**src/fu_pkg.sv**
```systemverilog
package fu_pkg;

  // Datapath widths
  localparam int unsigned WORD_W = 64;
  localparam int unsigned TAG_W  = 6;

  typedef logic [WORD_W-1:0] word_t;  // Operand or result
  typedef logic [TAG_W-1:0]  tag_t;   // Physical register / ROB slot

  // Operation codes
  // ALU ops sit in 0..15 and MULQ at 16
  // Branches sit in 24..31, so the low three bits are the condition field
  typedef enum logic [4:0] {
    ALU_ADDQ   = 5'd0,
    ALU_SUBQ   = 5'd1,
    ALU_AND    = 5'd2,
    ALU_BIC    = 5'd3,
    ALU_BIS    = 5'd4,
    ALU_ORNOT  = 5'd5,
    ALU_XOR    = 5'd6,
    ALU_EQV    = 5'd7,
    ALU_SRL    = 5'd8,
    ALU_SLL    = 5'd9,
    ALU_SRA    = 5'd10,
    ALU_CMPULT = 5'd11,
    ALU_CMPEQ  = 5'd12,
    ALU_CMPULE = 5'd13,
    ALU_CMPLT  = 5'd14,
    ALU_CMPLE  = 5'd15,
    MUL_MULQ   = 5'd16,
    BR_BLBC    = 5'd24,  // Low bit clear
    BR_BEQ     = 5'd25,  // Zero
    BR_BLT     = 5'd26,  // Negative
    BR_BLE     = 5'd27,  // Zero or negative
    BR_BLBS    = 5'd28,  // Bit 2 set inverts the test
    BR_BNE     = 5'd29,
    BR_BGE     = 5'd30,
    BR_BGT     = 5'd31
  } fu_func_t;

  // Functional unit classes
  typedef enum logic [1:0] {
    CLASS_ALU  = 2'd0,
    CLASS_MULT = 2'd1,
    CLASS_BR   = 2'd2
  } fu_class_t;

  // Multiplier depth, 2, 4 or 8
  localparam int unsigned MULT_STAGES = 4;
  // Slice of B consumed per stage
  localparam int unsigned MULT_CHUNK  = WORD_W / MULT_STAGES;

  // Branch constants
  localparam int unsigned BR_DISP_W     = 21;
  localparam int unsigned BR_INSN_BYTES = 4;

endpackage

```
**src/fu_brcond.sv**
```systemverilog
`timescale 1ns/1ps

module fu_brcond import fu_pkg::*; (
  input  fu_func_t             op_func,
  input  word_t                op_a,
  input  word_t                op_pc,
  input  logic [BR_DISP_W-1:0] op_disp,
  input  logic                 op_pred,
  output logic                 br_taken_c,
  output word_t                br_target_c,
  output logic                 br_mispredict_c
);

  logic  cond_raw;
  logic  a_zero;
  logic  a_neg;
  word_t disp_off;

  assign a_zero = (op_a == '0);
  assign a_neg  = op_a[WORD_W-1];

  // Base test from the two low condition bits
  always_comb begin
    case (op_func[1:0])
      2'b00:   cond_raw = ~op_a[0];         // LBC
      2'b01:   cond_raw = a_zero;           // EQ
      2'b10:   cond_raw = a_neg;            // LT
      default: cond_raw = a_neg | a_zero;   // LE
    endcase
  end

  // Bit 2 flips the sense
  assign br_taken_c = cond_raw ^ op_func[2];

  // Word displacement, sign extended and scaled to bytes
  assign disp_off = {{(WORD_W-BR_DISP_W-2){op_disp[BR_DISP_W-1]}}, op_disp, 2'b00};

  assign br_target_c = op_pc + word_t'(BR_INSN_BYTES) + disp_off;

  assign br_mispredict_c = br_taken_c != op_pred;

endmodule

```
**config.mk**
```make
export PLATFORM = sky130hd
export DESIGN_NAME = fu_brcond
export DESIGN_NICKNAME = d
export VERILOG_FILES = /design/src/fu_pkg.sv /design/src/fu_brcond.sv
export SDC_FILE = /design/constraint.sdc
export NUM_CORES = 1
export LEC_CHECK = 0
export BUFFER_PORTS_ARGS = -buffer_cell sky130_fd_sc_hd__buf_2
export CAP_MARGIN = 30
export CORE_ASPECT_RATIO = 1.4
export CORE_MARGIN = 5
export CORE_UTILIZATION = 40
export DETAILED_ROUTE_END_ITERATION = 10
export PLACE_DENSITY_LB_ADDON = 0.12
export REMOVE_ABC_BUFFERS = 1
export SYNTH_ARGS = -nofsm -noshare
export SYNTH_HDL_FRONTEND = slang
export SYNTH_SLANG_ARGS = --single-unit
```
**constraint.sdc**
```tcl
create_clock -name vclk -period 5.19
set_clock_uncertainty 0.05 [all_clocks]
set_input_delay 0.7785 -clock vclk [all_inputs]
set_output_delay 0.7785 -clock vclk [all_outputs]
set_load 0.1 [all_outputs]
```
======== After elaboration in Yosys (flattened, before gate mapping) ========
Cells that the tools add are included.
word-level totals
  word-level logic and storage cells ...... 11
  bits in registers ....................... 0
  bits of input ports ..................... 155
  output and inout bits ................... 66
operators by class
  multiplexer cells ....................... 1
  eq/ne operators ......................... 3
  $add $sub $neg .......................... 2
  reduce and logical (&&, ||, !) cells .... 2
  bitwise operators ....................... 3
operator list
  cell                                                  number
  adder 64 x 3 -> 64 bit (second input constant)        1
  adder 64 bit                                          1
  logical NOT 64 bit                                    1
  one-hot mux 1 bit (3 select lines)                    1
  equality test 2 x 1 -> 1 bit (second input constant)  1
  equality test 2 bit (second input constant)           1
  logical NOT 2 bit                                     1
  != test 1 bit                                         1
  inverter 1 bit                                        1
  bitwise OR 1 bit                                      1
  XOR 1 bit                                             1

======== Depth between registers and ports, before layout ========
  word-level depth ........................ 5
  gate-level depth with buffers ........... 14
  depth with buffers taken out ............ 14

======== Worst setup path after synthesis ========
OpenSTA, ideal clock, no wires.
  path kind ............................... input port to output port
  start point ............................. input port op_pc[39]
  end point ............................... output port br_target_c[60]
  stages on the path ...................... 12
  required time ........................... 4.362 ns
  data arrival time ....................... 4.802 ns
  slack ................................... -0.440 ns
  buffers on the path ..................... 1
  cell sequence ........................... ha_1 > ha_1 > clkbuf_1 > nand2_1 > nor4_1 > and4_1 > a21boi_0 > nor3_1 > o31a_1 > o41ai_1 > a21oi_1 > xnor2_1
between the ends
  cells in the longest elaborated chain, start to end .. 2
ends and longest elaborated chain
  element                 line             RTL
  start: declaration      fu_brcond.sv:6   input word_t op_pc,
  adder 64 x 3 -> 64 bit  fu_brcond.sv:38  assign br_target_c = op_pc + word_t'(BR_INSN_BYTES) + disp_off;
  adder 64 bit            fu_brcond.sv:38
  end: declaration        fu_brcond.sv:10  output word_t br_target_c,
No other way between the ends.

======== Worst setup path after layout ========
  start point ............................. input port op_pc[3]
  end point ............................... output port br_target_c[57]
The elaborated chain is that of the path after synthesis.

==> results.yml <==
status:
  outcome: "complete, no violations"
sta:
  achievable-frequency_mhz: 201
  final-max-slew-violation-count: 0
  layout_worst_path_cycle_share_pct: 96.0
  setup_violations: 0
  max_slew.worst_pin.slew_ns: 0.620
  rsz0062_at_grt: "false"
  final.setup.worst_slack_ns: 0.209
  timing.slew.headroom_pct: 58.2
  timing_hold_violations_final: 0
  final.hold.worst_slack_ns: 1.51
  fin_crit_period_ns: 4.98
placement:
  placement.cell_area_um2: 6260
  dp_hpwl_um: 13300
  numPortBuffers: 215
  worst_slack_at_placement_ns: -0.0228
  routabilityCongestion: 0.986
run:
  drv.max_cap_violation_count: 0
clocking:
  post_cts.repair.setup_buffers: 0
global_route:
  first_pass_grt_wire_length_um: 24000
  overflow: 0
  grtUsageTotal_pct: 20.6
  grt_max_degree: 21
  grt_pass1_vias: 5514
  antenna_found_initial: 2
layout:
  area.growth.synth_to_final_pct: 42.2
  drive_above_1_share_pct: 31.5
  count_of_clock_buffers_in_the_final_design: 0
  design.final.nets: 1114
  area.sequential_um2: 0
  count_of_flip_flops_and_latches: 0
  number_of_filler_cells_placed_in_the_layout: 1023
  layout_common_cells: "buf_2, ha_1, a21oi_1, nand2_1, nor2_1"
  most_frequent_standard_cell_in_the_layout_excluding_fill_and_tap_cells: "buf_2"
  finalInstanceArea_um2: 6310
critical_path:
  crit_required_ns: 4.36
  critPathArrivalTime_ns: 4.15
  critPathLaunchType: "input port"
  critPathCaptureType: "output pin"
  highest_fanout_seen_on_the_critical_path: 3
  critical_path_class: "input port to output pin"
yosys:
  avgSynthCellArea_um2: 7.25
  sequential_area_share_after_synthesis_pct: 0
  synth_cell_types: 49
  synth_area_um2: 4430
  postSynthCellCount: 612
  synth.yosys.warnings: 0
power:
  power.density_cell_area_nw_per_um2: 353
  vdd_ir_drop_max_mv: 0.371
  power.static_leakage_nw: 3.28
  report.power.total_mw: 2.22
drt:
  drt_wl_total_um: 15000
  detail_route.drc_violations: 0
  drt-wirelength-per-cell_um: 15.3
  num_vias: 5460
  drtIter0Drc: 238
  detail_route.first_pass.iterations: 5
  detail_route.vias_per_cell: 5.59
  antenna_violating_nets_post_route: 0
floorplanning:
  dieHeight_um: 135
  count_of_boundary_i_o_pins: 221
  fp.coreArea_um2: 10900
  die_outline_area_um2: 13300
  initial_core_util_pct: 40.8
  number_of_core_rows: 45
  die-width_um: 99.0
hold_path:
  worst_hold_path_type: "input port to output pin"
-- repair_timing --
item / in CTS / in global routing
pin swaps: 1 / 1
resized for setup: 1 / 6
hold buffers: 0 / 0
setup endpoints to repair: 1 / 8
endpoints found under the hold margin: 0 / 0
-- cell usage after synthesis, types with 2 or more instances --
cell,count,area [um^2]
ha_1,121,1510
a21oi_1,86,430
nand2_1,49,184
nor2_1,39,146
xnor2_1,36,315
o21ai_0,35,175
a21o_1,28,210
xor2_1,26,228
clkbuf_1,23,86.3
nand4_1,20,125
nor4_1,19,119
inv_1,17,63.8
nand3_1,13,65.1
o21bai_1,12,90.1
o211ai_1,9,67.6
nor3_1,8,40.0
a211oi_1,7,52.6
a21boi_0,6,45.0
nand2b_1,6,37.5
o31ai_1,6,45.0
a31oi_1,5,31.3
o41ai_1,5,43.8
a221o_1,3,30.0
o21ai_2,3,26.3
buf_4,2,15.0
clkbuf_2,2,10.0
nor2b_1,2,12.5
o21a_1,2,15.0
or4_1,2,15.0
-- per-layer routing --
layer	GRT usage, %	part of all wire [%]
met1	24.5	41
met2	39.2	52
met3	3.98	6.2
met4	1.67	0.65
met5	0	0.15
-- layout make-up --
cell class                 count  area, um^2  share of cell area (%)
antenna                        1        2.50                  0.0397
tap                          141         176                    2.80
timing repair buffer         250        1760                    27.9
inverter                      17        63.8                    1.01
multi-input combinational    568        4300                    68.2
-- critical path, cell delays in order --
cell	delay (ns)
buf_2	0.10
ha_1	0.28
ha_1	0.24
fa_1	0.43
a211oi_2	0.26
o21ai_2	0.12
a32oi_2	0.26
nand2_2	0.14
o41ai_4	0.28
o21ai_2	0.15
a221o_1	0.35
or4_1	0.40
nand3_1	0.16
buf_12	0.19
-- report_power, final --
part / switching, mW / internal [mW] / leakage [nW]
combinational: 1.59 / 0.636 / 3.28
clock: 0 / 0.0000000259 / 0.00000634
sequential: 0 / 0 / 0
-- cells by family (layout without fill, tap and decap cells) --
| logic type | count (synthesis) | count (layout) | share of synthesized area [%] |
|---|---|---|---|
| buffers and inverters | 44 | 267 | 3.95 |
| AO/OA/AOI/OAI | 220 | 220 | 31.4 |
| XOR/XNOR | 62 | 62 | 12.2 |
| AND/OR/NAND/NOR | 164 | 164 | 17.8 |
| other | 0 | 1 | 0 |
| adder cells (fa/ha/maj) | 122 | 122 | 34.6 |
-- stage by stage --
stage                      TNS, ns  std cells  util (%)
after floorplan              -3.06        585         -
after global placement    -0.00132        976      57.6
after detailed placement   -0.0228        976      57.6
after CTS                        0        976      57.7
after global routing             0        976      58.0
final                            0        977      58.0
-- worst paths after layout --
kind / startpoint / end / cells past startpoint
worst min-delay path: op_pc[0] / br_target_c[0] / 0
worst max-delay path: op_pc[3] / br_target_c[57] / 14
(Power assumes the default switching activity.)
