$ cat config.mk
export PLATFORM = sky130hd
export DESIGN_NAME = fu_issue_stage
export DESIGN_NICKNAME = d
export VERILOG_FILES = /design/src/fu_pkg.sv /design/src/fu_issue_stage.sv
export SDC_FILE = /design/constraint.sdc
export NUM_CORES = 1
export LEC_CHECK = 0
export ABC_AREA = 1
export BUFFER_PORTS_ARGS = -buffer_cell sky130_fd_sc_hd__buf_2
export CAP_MARGIN = 25
export CORE_AREA = 2 2 176 178
export CTS_CLUSTER_DIAMETER = 120
export CTS_CLUSTER_SIZE = 24
export DETAILED_ROUTE_END_ITERATION = 10
export DIE_AREA = 0 0 178 180
export GPL_TIMING_DRIVEN = 0
export HOLD_SLACK_MARGIN = 0.03
export PLACE_DENSITY = 0.56
export SLEW_MARGIN = 20
export SYNTH_ARGS = -nofsm -noshare
export SYNTH_HDL_FRONTEND = slang
export SYNTH_SLANG_ARGS = --single-unit
export TNS_END_PERCENT = 50
$ cat constraint.sdc
create_clock -name clock -period 0.8 [get_ports clock]
set_clock_uncertainty 0.15 [all_clocks]
set_input_delay 0.08 -clock clock [delete_from_list [all_inputs] [get_ports clock]]
set_output_delay 0.08 -clock clock [all_outputs]
set_load 0.05 [all_outputs]
$ cat src/fu_pkg.sv
package fu_pkg;

  // Datapath widths
  localparam int unsigned WORD_W = 64;
  localparam int unsigned TAG_W  = 6;

  typedef logic [WORD_W-1:0] word_t;  // Operand or result
  typedef logic [TAG_W-1:0]  tag_t;   // Physical register / ROB slot

  // Operation codes
  // ALU ops sit in 0..15 and MULQ at 16
  // Branches sit in 24..31, so the low three bits are the condition field
  typedef enum logic [4:0] {
    ALU_ADDQ   = 5'd0,
    ALU_SUBQ   = 5'd1,
    ALU_AND    = 5'd2,
    ALU_BIC    = 5'd3,
    ALU_BIS    = 5'd4,
    ALU_ORNOT  = 5'd5,
    ALU_XOR    = 5'd6,
    ALU_EQV    = 5'd7,
    ALU_SRL    = 5'd8,
    ALU_SLL    = 5'd9,
    ALU_SRA    = 5'd10,
    ALU_CMPULT = 5'd11,
    ALU_CMPEQ  = 5'd12,
    ALU_CMPULE = 5'd13,
    ALU_CMPLT  = 5'd14,
    ALU_CMPLE  = 5'd15,
    MUL_MULQ   = 5'd16,
    BR_BLBC    = 5'd24,  // Low bit clear
    BR_BEQ     = 5'd25,  // Zero
    BR_BLT     = 5'd26,  // Negative
    BR_BLE     = 5'd27,  // Zero or negative
    BR_BLBS    = 5'd28,  // Bit 2 set inverts the test
    BR_BNE     = 5'd29,
    BR_BGE     = 5'd30,
    BR_BGT     = 5'd31
  } fu_func_t;

  // Functional unit classes
  typedef enum logic [1:0] {
    CLASS_ALU  = 2'd0,
    CLASS_MULT = 2'd1,
    CLASS_BR   = 2'd2
  } fu_class_t;

  // Multiplier depth, 2, 4 or 8
  localparam int unsigned MULT_STAGES = 4;
  // Slice of B consumed per stage
  localparam int unsigned MULT_CHUNK  = WORD_W / MULT_STAGES;

  // Branch constants
  localparam int unsigned BR_DISP_W     = 21;
  localparam int unsigned BR_INSN_BYTES = 4;

endpackage

$ cat src/fu_issue_stage.sv
`timescale 1ns/1ps

module fu_issue_stage import fu_pkg::*; (
  input  logic                 clock,
  input  logic                 rst_n,
  input  logic                 issue_valid,
  input  fu_func_t             issue_func,
  input  tag_t                 issue_tag,
  input  word_t                issue_opa,
  input  word_t                issue_opb,
  input  word_t                issue_pc,
  input  logic [BR_DISP_W-1:0] issue_disp,
  input  logic                 issue_pred_taken,
  output logic                 alu_go,
  output logic                 mult_go,
  output logic                 br_go,
  output fu_func_t             op_func,
  output tag_t                 op_tag,
  output word_t                op_a,
  output word_t                op_b,
  output word_t                op_pc,
  output logic [BR_DISP_W-1:0] op_disp,
  output logic                 op_pred
);

  fu_class_t issue_class;

  // Map an operation code onto the unit that runs it
  function automatic fu_class_t op_class(input fu_func_t f);
    case (f)
      MUL_MULQ: return CLASS_MULT;
      BR_BLBC, BR_BEQ, BR_BLT, BR_BLE,
      BR_BLBS, BR_BNE, BR_BGE, BR_BGT: return CLASS_BR;
      default: return CLASS_ALU;
    endcase
  endfunction

  assign issue_class = op_class(issue_func);

  // One strobe per unit, low on idle cycles
  always_ff @(posedge clock or negedge rst_n) begin
    if (!rst_n) begin
      alu_go  <= 1'b0;
      mult_go <= 1'b0;
      br_go   <= 1'b0;
    end else begin
      alu_go  <= issue_valid && (issue_class == CLASS_ALU);
      mult_go <= issue_valid && (issue_class == CLASS_MULT);
      br_go   <= issue_valid && (issue_class == CLASS_BR);
    end
  end

  // Shared operand fields, held between issues
  always_ff @(posedge clock) begin
    if (issue_valid) begin
      op_func <= issue_func;
      op_tag  <= issue_tag;
      op_a    <= issue_opa;
      op_b    <= issue_opb;
      op_pc   <= issue_pc;
      op_disp <= issue_disp;
      op_pred <= issue_pred_taken;
    end
  end

endmodule

==> results.sh, run 1 <==
export IMPL_status="aborted with a tool error"
export IMPL_lastStage="4_1_cts"
export IMPL_error_line="[ERROR RSZ-0060] Max buffer count reached."
export IMPL_synthesis_nets=468
export IMPL_hold_buffers=224
export IMPL_rows=64
export IMPL_synth_area_leaders="edfxtp_1 98%, dfrtp_1 1.1%, nand2_1 0.22%, nor2_1 0.22%, inv_1 0.16%"
export IMPL_clockBufferDepth=3
export IMPL_ioPinCount=456
export IMPL_synth_common_cells="225 x edfxtp_1, 4 x nand2_1, 4 x nor2_1, 3 x dfrtp_1, 3 x inv_1"
export IMPL_cts_buffers=13
export IMPL_die_y_um=180
export IMPL_synth_main_ff_cell="edfxtp_1"
export IMPL_postCtsResizedCells=457
export IMPL_port_buffers=455
export IMPL_syn_area_per_cell_um2=28.68
export IMPL_synth_adder_area_share_pct=0
export IMPL_synth_top_family_by_area="simple AND/OR/NAND/NOR gates"
export IMPL_synthSimpleGateAreaFrac_pct=0.5817
export IMPL_async_flop_share_pct=1.316
export IMPL_post_cts_setup_buffer_count=0
export IMPL_synth_cell_types=6
export IMPL_synth_top_cell_by_area="edfxtp_1"
export IMPL_place_hpwl_um=14930
export IMPL_ys_seq_area_share_pct=99.25
export IMPL_synth_area_um2=6883
export IMPL_synth_top_cell_area_share_pct=98.16
export IMPL_synth_edff_count=225
export IMPL_yosysWarnings=0
export IMPL_ys_ff_latch=228
export IMPL_start_util_pct=22.80
export IMPL_synth_cells=240
export IMPL_cts_max_level=1
export IMPL_clock_sinks=228
export IMPL_synth_xor_area_share_pct=0
export IMPL_die_w_um=178
export IMPL_synth_compound_area_share_pct=0
export IMPL_synth_mux_area_share_pct=0
export IMPL_root_buffer="clkbuf_16"
export IMPL_yosysMostFrequentCell="edfxtp_1"
export IMPL_place_gp_congestion=0.7816
export IMPL_dpl_cell_area_um2=9721
## metrics by stage
| step | setup slack (ns) | std cells | hold WS (ns) | util (%) |
|---|---|---|---|---|
| after detailed placement | -0.5473 | 1093 | -0.2628 | 32.20 |
| after global placement | -3.801 | 1091 | -0.2727 | 31.98 |
| after floorplan | -0.03061 | 240 | -0.3656 | - |
## logic make-up after synthesis
kind of cell | count (synthesis)
DFF | 228
and+or+nand+nor | 9
buffers and inverters | 3
==> run 2: changes to the inputs <==
--- a/config.mk
+++ b/config.mk
@@ -8,14 +8,11 @@
 export ABC_AREA = 1
 export BUFFER_PORTS_ARGS = -buffer_cell sky130_fd_sc_hd__buf_2
 export CAP_MARGIN = 25
-export CORE_AREA = 2 2 176 178
-export CTS_CLUSTER_DIAMETER = 120
-export CTS_CLUSTER_SIZE = 24
+export CORE_AREA = 2 2 179 181
 export DETAILED_ROUTE_END_ITERATION = 10
-export DIE_AREA = 0 0 178 180
+export DIE_AREA = 0 0 181 183
 export GPL_TIMING_DRIVEN = 0
-export HOLD_SLACK_MARGIN = 0.03
-export PLACE_DENSITY = 0.56
+export PLACE_DENSITY_LB_ADDON = 0.15
 export SLEW_MARGIN = 20
 export SYNTH_ARGS = -nofsm -noshare
 export SYNTH_HDL_FRONTEND = slang
==> constraint.sdc (replaced) <==
create_clock -name clock -period 1.04 [get_ports clock]
set_clock_uncertainty 0.15 [all_clocks]
set_input_delay 0.104 -clock clock [delete_from_list [all_inputs] [get_ports clock]]
set_output_delay 0.104 -clock clock [all_outputs]
set_load 0.05 [all_outputs]
==> results.sh, run 2 <==
export IMPL_start_util_pct=22.04
export IMPL_antenna_found_initial=0
export IMPL_synth_top_cell_by_area="edfxtp_1"
export IMPL_ioPinCount=456
export IMPL_synth_area_um2=6883
export IMPL_whs_ns=-0.1916
export IMPL_powerDensity_nw_per_um2=1773
export IMPL_finalHoldViolations=47
export IMPL_rows=65
export IMPL_cp_top_family="flip-flops"
export IMPL_clockBufferDepth=3
export IMPL_final_cell_mix="228 x buf_6, 227 x dlygate4sd3_1, 226 x buf_2, 225 x edfxtp_1, 27 x clkbuf_16"
export IMPL_reg_largest_list="op_a: 64 flops, op_b: 64 flops, op_pc: 64 flops"
export IMPL_critPathCaptureType="output pin"
export IMPL_grt_pass1_wl_um=31390
export IMPL_p_sw_uw=7183
export IMPL_path_clk_slew_ns=0.06
export IMPL_ir_drop_mv=1.206
export IMPL_final_common_cell="buf_6"
export IMPL_die_w_um=181
export IMPL_finalSetupTns_ns=-79.49
export IMPL_crit_chain="buf_6"
export IMPL_final_nets=1180
export IMPL_worst_pin_slew_ns=0.5457
export IMPL_yosysMostFrequentCell="edfxtp_1"
export IMPL_final_core_util_pct=45.61
export IMPL_postRouteAntennaNets=0
export IMPL_critPathArrivalTime_ns=1.13
export IMPL_hold_buffers=227
export IMPL_layout_cells_non_filler=1374
export IMPL_avgViaCountPerCell=3.750
export IMPL_multi_input_area_um2=40.04
export IMPL_synth_cell_types=6
export IMPL_path_class="reg -> out"
export IMPL_register_area_um2=6832
export IMPL_yosysWarnings=0
export IMPL_drv_slew=0
export IMPL_fmax_ghz=0.7251
export IMPL_drt_iter0_markers=144
export IMPL_cp_required_ns=0.79
export IMPL_clock_sinks=228
export IMPL_drc=0
export IMPL_post_cts_setup_buffer_count=0
export IMPL_rsz0062_at_grt="true"
export IMPL_syn_area_per_cell_um2=28.68
export IMPL_core_um2=31230
export IMPL_min_period_ns=1.379
export IMPL_synth_top_cell_area_share_pct=98.16
export IMPL_root_buffer="clkbuf_16"
export IMPL_area_delta_synth_final_pct=106.9
export IMPL_place_hpwl_um=14330
export IMPL_fp_dieArea_um2=33120
export IMPL_cts_tree="built"
export IMPL_synth_common_cells="225 x edfxtp_1, 4 x nand2_1, 4 x nor2_1, 3 x dfrtp_1, 3 x inv_1"
export IMPL_synth_area_leaders="edfxtp_1 98%, dfrtp_1 1.1%, nand2_1 0.22%, nor2_1 0.22%, inv_1 0.16%"
export IMPL_wl_per_cell_um=15.49
export IMPL_grt_remaining_overflow=0
export IMPL_ys_seq_area_share_pct=99.25
export IMPL_worstHoldPathType="in -> reg"
export IMPL_seqPwrFrac_pct=44.6
export IMPL_crit_path_top_delay_cell="edfxtp_1"
export IMPL_postRouteWirelength_um=21290
export IMPL_violations="negative hold slack, negative setup slack"
export IMPL_async_flop_share_pct=1.316
export IMPL_clkPwrFrac_pct=33.9
export IMPL_synthesis_nets=468
export IMPL_synth_edff_count=225
export IMPL_p_sw_share_pct=28.45
export IMPL_synth_main_ff_cell="edfxtp_1"
export IMPL_ys_ff_latch=228
export IMPL_cts_max_level=1
export IMPL_critical_path_buf_inv_count=1
export IMPL_status="finished, violations left"
export IMPL_track_usage_pct=12.14
export IMPL_grt_pass1_vias=5858
export IMPL_setup_worst_path_start_class="register"
export IMPL_placed_cells=1099
export IMPL_dr_total_vias=5153
export IMPL_place_gp_congestion=0.7183
export IMPL_nFillCells=2736
export IMPL_port_buffers=455
export IMPL_critPathMaxFanout=1
export IMPL_grt_max_degree=100
export IMPL_max_cap_viol_count=0
export IMPL_dr_pass1_iters=4
export IMPL_fin_crit_sh_pct=132.6
export IMPL_leakage_uw=0.005920
export IMPL_dp_worst_setup_slack_ns=-0.8422
export IMPL_finalWorstSetupSlack_ns=-0.3391
export IMPL_max_slew_margin_pct=63.62
export IMPL_die_y_um=183
export IMPL_synth_cells=240
export IMPL_pwr_share_comb_pct=21.5
export IMPL_setup_viol=327
export IMPL_critPathMaxStageDelay_ns=0.42
export IMPL_antenna_cells=0
export IMPL_p_int_uw=18070
export IMPL_cts_buffers=26
export IMPL_drive_above_1_share_pct=50.93
export IMPL_finalPower_uw=25250
-- run 2: cells by family after synthesis --
logic type             synth area share (%)
and+or+nand+nor                      0.5816
DFF                                   99.25
buffers and inverters                0.1636
-- run 2: metrics by stage --
step | cell area (um2) | hold slack [ns]
6_report | 14240 | -0.1916
5_1_grt | 14240 | -0.1963
4_1_cts | 14240 | -0.2141
3_5_place_dp | 9728 | -0.2457
3_3_place_gp | 9663 | -0.2467
2_1_floorplan | 6883 | -0.3416
-- run 2: repair_timing --
| item | in CTS | in global routing |
|---|---|---|
| endpoints found under the hold margin | 278 | 47 |
| gates resized for setup | 458 | 0 |
| endpoints found under the setup margin | 327 | 327 |
-- run 2: area by class of cell --
cell class	count	share of cell area, %
Multi-Input combinational cell	9	0.2811
Clock inverter	17	0.7994
Timing Repair Buffer	684	42.50
Clock buffer	31	4.849
Sequential cell	228	47.96
Inverter	3	0.07906
Tap cell	402	3.531
-- run 2: worst paths after layout --
path	startpoint	end	slack, ns	cells past startpoint
max	op_pc[20]	op_pc[20]	-0.34	1
min	issue_valid	op_a[59]	-0.19	1
max in group asynchronous	rst_n	mult_go	0.26	3
min in group asynchronous	rst_n	alu_go	0.33	3
-- run 2: power by group through the flow --
stage,sequential (uW),clock [uW],combinational [uW]
5_1_grt,11300,9270,5600
6_report,11300,8550,5430
3_5_place_dp,11300,0,3930
2_1_floorplan,13800,0,10.8
4_1_cts,11300,8890,5450
3_3_place_gp,11300,0,3890
-- run 2: per-layer routing --
| metal | track usage [%] | part of all wire [%] | vias to the layer above | wire [um] |
|---|---|---|---|---|
| met4 | 4.358 | 3.4 | 0 | 731 |
| met3 | 3.733 | 8.1 | 35 | 1719 |
| met1 | 13.00 | 36 | 2447 | 7761 |
| li1 | - | - | 2395 | - |
| met2 | 22.57 | 52 | 276 | 11070 |
| met5 | 0 | 0 | - | 0 |
No activity file was read; power rests on OpenSTA's default activity.
==> run 3: changes to the inputs <==
--- a/config.mk
+++ b/config.mk
@@ -13,6 +13,7 @@
 export DIE_AREA = 0 0 181 183
 export GPL_TIMING_DRIVEN = 0
 export PLACE_DENSITY_LB_ADDON = 0.15
+export SETUP_SLACK_MARGIN = 0.5
 export SLEW_MARGIN = 20
 export SYNTH_ARGS = -nofsm -noshare
 export SYNTH_HDL_FRONTEND = slang
==> results.sh, run 3 (synthesized netlist as in run 2, its figures left out) <==
export IMPL_status="finished, violations left"
export IMPL_violations="negative hold slack, negative setup slack"
export IMPL_antenna_found_initial=1
export IMPL_reg_largest_list="op_a: 64 flops, op_b: 64 flops, op_pc: 64 flops"
export IMPL_max_cap_viol_count=0
export IMPL_clockBufferDepth=3
export IMPL_clock_sinks=228
export IMPL_drt_iter0_markers=129
export IMPL_avgViaCountPerCell=3.737
export IMPL_final_common_cell="buf_6"
export IMPL_dp_worst_setup_slack_ns=-0.8422
export IMPL_postRouteAntennaNets=0
export IMPL_drive_above_1_share_pct=66.35
export IMPL_critPathMaxStageDelay_ns=0.42
export IMPL_postRouteWirelength_um=19130
export IMPL_drv_slew=0
export IMPL_final_nets=954
export IMPL_final_area_um2=11980
export IMPL_rows=65
export IMPL_place_hpwl_um=14330
export IMPL_final_cell_mix="228 x buf_6, 226 x buf_2, 225 x edfxtp_1, 27 x clkbuf_16, 7 x clkinv_1"
export IMPL_rsz0062_at_grt="true"
export IMPL_track_usage_pct=10.90
export IMPL_core_um2=31230
export IMPL_setup_worst_path_start_class="register"
export IMPL_die_w_um=181
export IMPL_fin_crit_sh_pct=132.8
export IMPL_hold_buffers=1
export IMPL_crit_path_top_delay_cell="edfxtp_1"
export IMPL_min_period_ns=1.381
export IMPL_cp_top_family="flip-flops"
export IMPL_final_core_util_pct=38.37
export IMPL_grt_pass1_wl_um=27660
export IMPL_grt_pass1_vias=4766
export IMPL_crit_chain="buf_6"
export IMPL_critPathMaxFanout=1
export IMPL_setup_viol=327
export IMPL_ir_drop_mv=1.148
export IMPL_finalHoldViolations=278
export IMPL_powerDensity_nw_per_um2=2047
export IMPL_root_buffer="clkbuf_16"
export IMPL_grt_max_degree=100
export IMPL_critPathCaptureType="output pin"
export IMPL_dpl_cell_area_um2=9728
export IMPL_cp_required_ns=0.79
export IMPL_grt_remaining_overflow=0
export IMPL_dr_pass1_iters=4
export IMPL_worstHoldPathType="in -> reg"
export IMPL_die_y_um=183
export IMPL_area_delta_synth_final_pct=74.11
export IMPL_port_buffers=455
export IMPL_post_cts_setup_buffer_count=0
export IMPL_critical_path_buf_inv_count=1
export IMPL_placed_cells=1099
export IMPL_cts_max_level=1
export IMPL_finalWorstSetupSlack_ns=-0.3414
export IMPL_cts_buffers=26
export IMPL_whs_ns=-0.3992
export IMPL_worst_pin_slew_ns=0.5330
export IMPL_dr_total_vias=4294
export IMPL_fp_dieArea_um2=33120
export IMPL_max_slew_margin_pct=64.47
export IMPL_leakage_uw=0.004977
export IMPL_layout_cells_non_filler=1149
export IMPL_critPathArrivalTime_ns=1.13
export IMPL_start_util_pct=22.04
export IMPL_wl_per_cell_um=16.65
export IMPL_ioPinCount=456
export IMPL_path_clk_slew_ns=0.06
export IMPL_place_gp_congestion=0.7183
export IMPL_path_class="reg -> out"
export IMPL_drc=0
export IMPL_cts_tree="built"
export IMPL_fmax_ghz=0.7239
## run 3: area by class of cell
class / instances / area (um2)
flip-flops and latches: 228 / 6832
well taps: 402 / 503.0
clock inverters: 17 / 113.9
clock buffers: 31 / 690.7
multi-input cells: 9 / 40.04
repair buffers: 458 / 3791
fillers: 2977 / 19250
diodes: 1 / 2.502
inverters: 3 / 11.26
## run 3: where the power goes
group / internal, uW / leakage (uW) / switching, uW
sequential: 10900 / 0.00224 / 340
combinational: 1620 / 0.00234 / 3110
clock: 4970 / 0.000391 / 3580
## run 3: layer usage
layer / vias up / GRT usage (%) / wire (um)
met3: 34 / 4.885 / 2147
li1: 1943 / - / -
met5: - / 0 / 13
met2: 272 / 19.38 / 9772
met1: 2043 / 11.34 / 6515
met4: 2 / 4.098 / 682
## run 3: final timing paths
kind	slack, ns	to	startpoint	depth (start not counted)
max in group asynchronous	0.86	br_go	rst_n	2
min in group asynchronous	-0.23	mult_go	rst_n	2
worst min-delay path	-0.40	op_pc[61]	issue_pc[61]	1
worst max-delay path	-0.34	op_pc[20]	op_pc[20]	1
## run 3: what timing repair did
item | in CTS | in global routing
endpoints found under the hold margin | 278 | 278
gates resized for setup | 458 | 0
setup endpoints to repair | 409 | 409
## run 3: metrics by stage
step                      power [uW]  TNS, ns
final                          24540   -78.82
after global routing           25470   -98.61
after CTS                      24950   -89.53
after detailed placement       15210  -109.52
after global placement         15200  -726.84
after floorplan                13840        0
==> run 4: changes to the inputs <==
==> constraint.sdc (replaced) <==
create_clock -name clock -period 1.7 [get_ports clock]
set_clock_uncertainty 0.15 [all_clocks]
set_input_delay 0.17 -clock clock [delete_from_list [all_inputs] [get_ports clock]]
set_output_delay 0.17 -clock clock [all_outputs]
set_load 0.05 [all_outputs]
==> results.sh, run 4 (synthesized netlist as in run 2, its figures left out) <==
export IMPL_antenna_cells=0
export IMPL_cp_top_family="flip-flops"
export IMPL_critPathCaptureType="output pin"
export IMPL_ioPinCount=456
export IMPL_drc=0
export IMPL_grt_pass1_wl_um=31320
export IMPL_post_cts_setup_buffer_count=0
export IMPL_fp_dieArea_um2=33120
export IMPL_cts_tree="built"
export IMPL_drive_above_1_share_pct=51.03
export IMPL_final_cell_mix="230 x buf_2, 227 x dlygate4sd3_1, 225 x edfxtp_1, 224 x buf_6, 29 x clkbuf_16"
export IMPL_critPathMaxStageDelay_ns=0.42
export IMPL_fin_crit_sh_pct=85.10
export IMPL_core_um2=31230
export IMPL_fmax_ghz=0.6912
export IMPL_powerDensity_nw_per_um2=1085
export IMPL_worst_path_stages=1
export IMPL_setup_viol=0
export IMPL_max_cap_viol_count=0
export IMPL_worst_pin_slew_ns=0.4067
export IMPL_final_core_util_pct=45.65
export IMPL_place_hpwl_um=14330
export IMPL_final_common_cell="buf_2"
export IMPL_start_util_pct=22.04
export IMPL_area_delta_synth_final_pct=107.1
export IMPL_critPathLaunch="op_pc[20]"
export IMPL_place_gp_congestion=0.7183
export IMPL_hold_buffers=227
export IMPL_cts_max_level=1
export IMPL_violations="negative hold slack"
export IMPL_antenna_found_initial=0
export IMPL_clock_sinks=228
export IMPL_rows=65
export IMPL_finalHoldViolations=47
export IMPL_crit_chain="buf_6"
export IMPL_ir_drop_mv=0.7937
export IMPL_status="finished, violations left"
export IMPL_cp_required_ns=1.38
export IMPL_drt_iter0_markers=155
export IMPL_critPathArrivalTime_ns=1.13
export IMPL_wl_per_cell_um=15.94
export IMPL_reg_largest_list="op_a: 64 flops, op_b: 64 flops, op_pc: 64 flops"
export IMPL_finalSetupTns_ns=0
export IMPL_crit_path_top_delay_cell="edfxtp_1"
export IMPL_register_area_um2=6832
export IMPL_nFillCells=2738
export IMPL_port_buffers=455
export IMPL_root_buffer="clkbuf_16"
export IMPL_grt_max_degree=100
export IMPL_final_nets=1182
export IMPL_postRouteAntennaNets=0
export IMPL_postRouteWirelength_um=21940
export IMPL_worstHoldPathType="in -> reg"
export IMPL_setup_worst_path_start_class="register"
export IMPL_grt_remaining_overflow=0
export IMPL_multi_input_area_um2=40.04
export IMPL_whs_ns=-0.09221
export IMPL_die_w_um=181
export IMPL_critical_path_buf_inv_count=1
export IMPL_dr_total_vias=5195
export IMPL_leakage_uw=0.005931
export IMPL_track_usage_pct=12.12
export IMPL_min_period_ns=1.447
export IMPL_avgViaCountPerCell=3.775
export IMPL_cts_buffers=26
export IMPL_critPathMaxFanout=1
export IMPL_die_y_um=183
export IMPL_dr_pass1_iters=4
export IMPL_path_clk_slew_ns=0.06
export IMPL_max_slew_margin_pct=72.89
export IMPL_drv_slew=0
export IMPL_path_class="reg -> out"
export IMPL_grt_pass1_vias=5899
export IMPL_clockBufferDepth=3
export IMPL_critPathCapture="op_pc[20]"
export IMPL_rsz0062_at_grt="true"
-- run 4: area by class of cell --
cell class / count / share of cell area, %
sequential: 228 / 47.92
timing repair buffer: 686 / 42.55
clock buffer: 31 / 4.845
tap: 402 / 3.528
clock inverter: 17 / 0.7987
multi-input combinational: 9 / 0.2808
inverter: 3 / 0.07899
-- run 4: what timing repair did --
| action | in CTS | in global routing |
|---|---|---|
| gates resized for setup | 326 | 183 |
| endpoints found under the hold margin | 278 | 47 |
| endpoints found under the setup margin | 327 | 327 |
| cloned | 0 | 2 |
| pin swaps | 0 | 0 |
-- run 4: how the worst min path moves through the flow --
stage,startpoint,endpoint,slack [ns],cells after the start
2_1_floorplan,rst_n,alu_go,-0.28,0
3_3_place_gp,rst_n,mult_go,-0.18,1
3_5_place_dp,rst_n,mult_go,-0.18,1
4_1_cts,issue_valid,op_b[9],-0.12,1
5_1_grt,issue_valid,op_b[9],-0.09,1
6_report,issue_valid,op_a[59],-0.09,1
-- run 4: report_power, final --
| part | leakage (uW) | internal [uW] | total (uW) | switching [uW] |
|---|---|---|---|---|
| sequential | 0.00224 | 6680 | 6890 | 209 |
| clock | 0.000391 | 3040 | 5240 | 2200 |
| combinational | 0.00330 | 1330 | 3330 | 2000 |
| total | 0.00593 | 11100 | 15500 | 4410 |
-- run 4: metrics by stage --
step                      setup slack [ns]  cell area, um2  power, uW  cells  hold WS [ns]
final                               0.2533           14260      15470   1376      -0.09221
after detailed placement           -0.2482            9728       9304   1099       -0.1797
after global placement              -2.771            9663       9301   1097       -0.1807
after CTS                           0.1928           13820      15500   1374       -0.1170
after global routing                0.1996           14260      16030   1376      -0.08863
after floorplan                     0.7794            6883       8466    240       -0.2756
-- run 4: metal layers --
layer  vias to the layer above  global-route usage [%]  wire length, um
met5                         -                       0                0
met4                         0                   4.683              799
li1                       2399                       -                -
met3                        41                   4.249             1868
met1                      2469                   12.65             7883
met2                       286                   22.38            11380
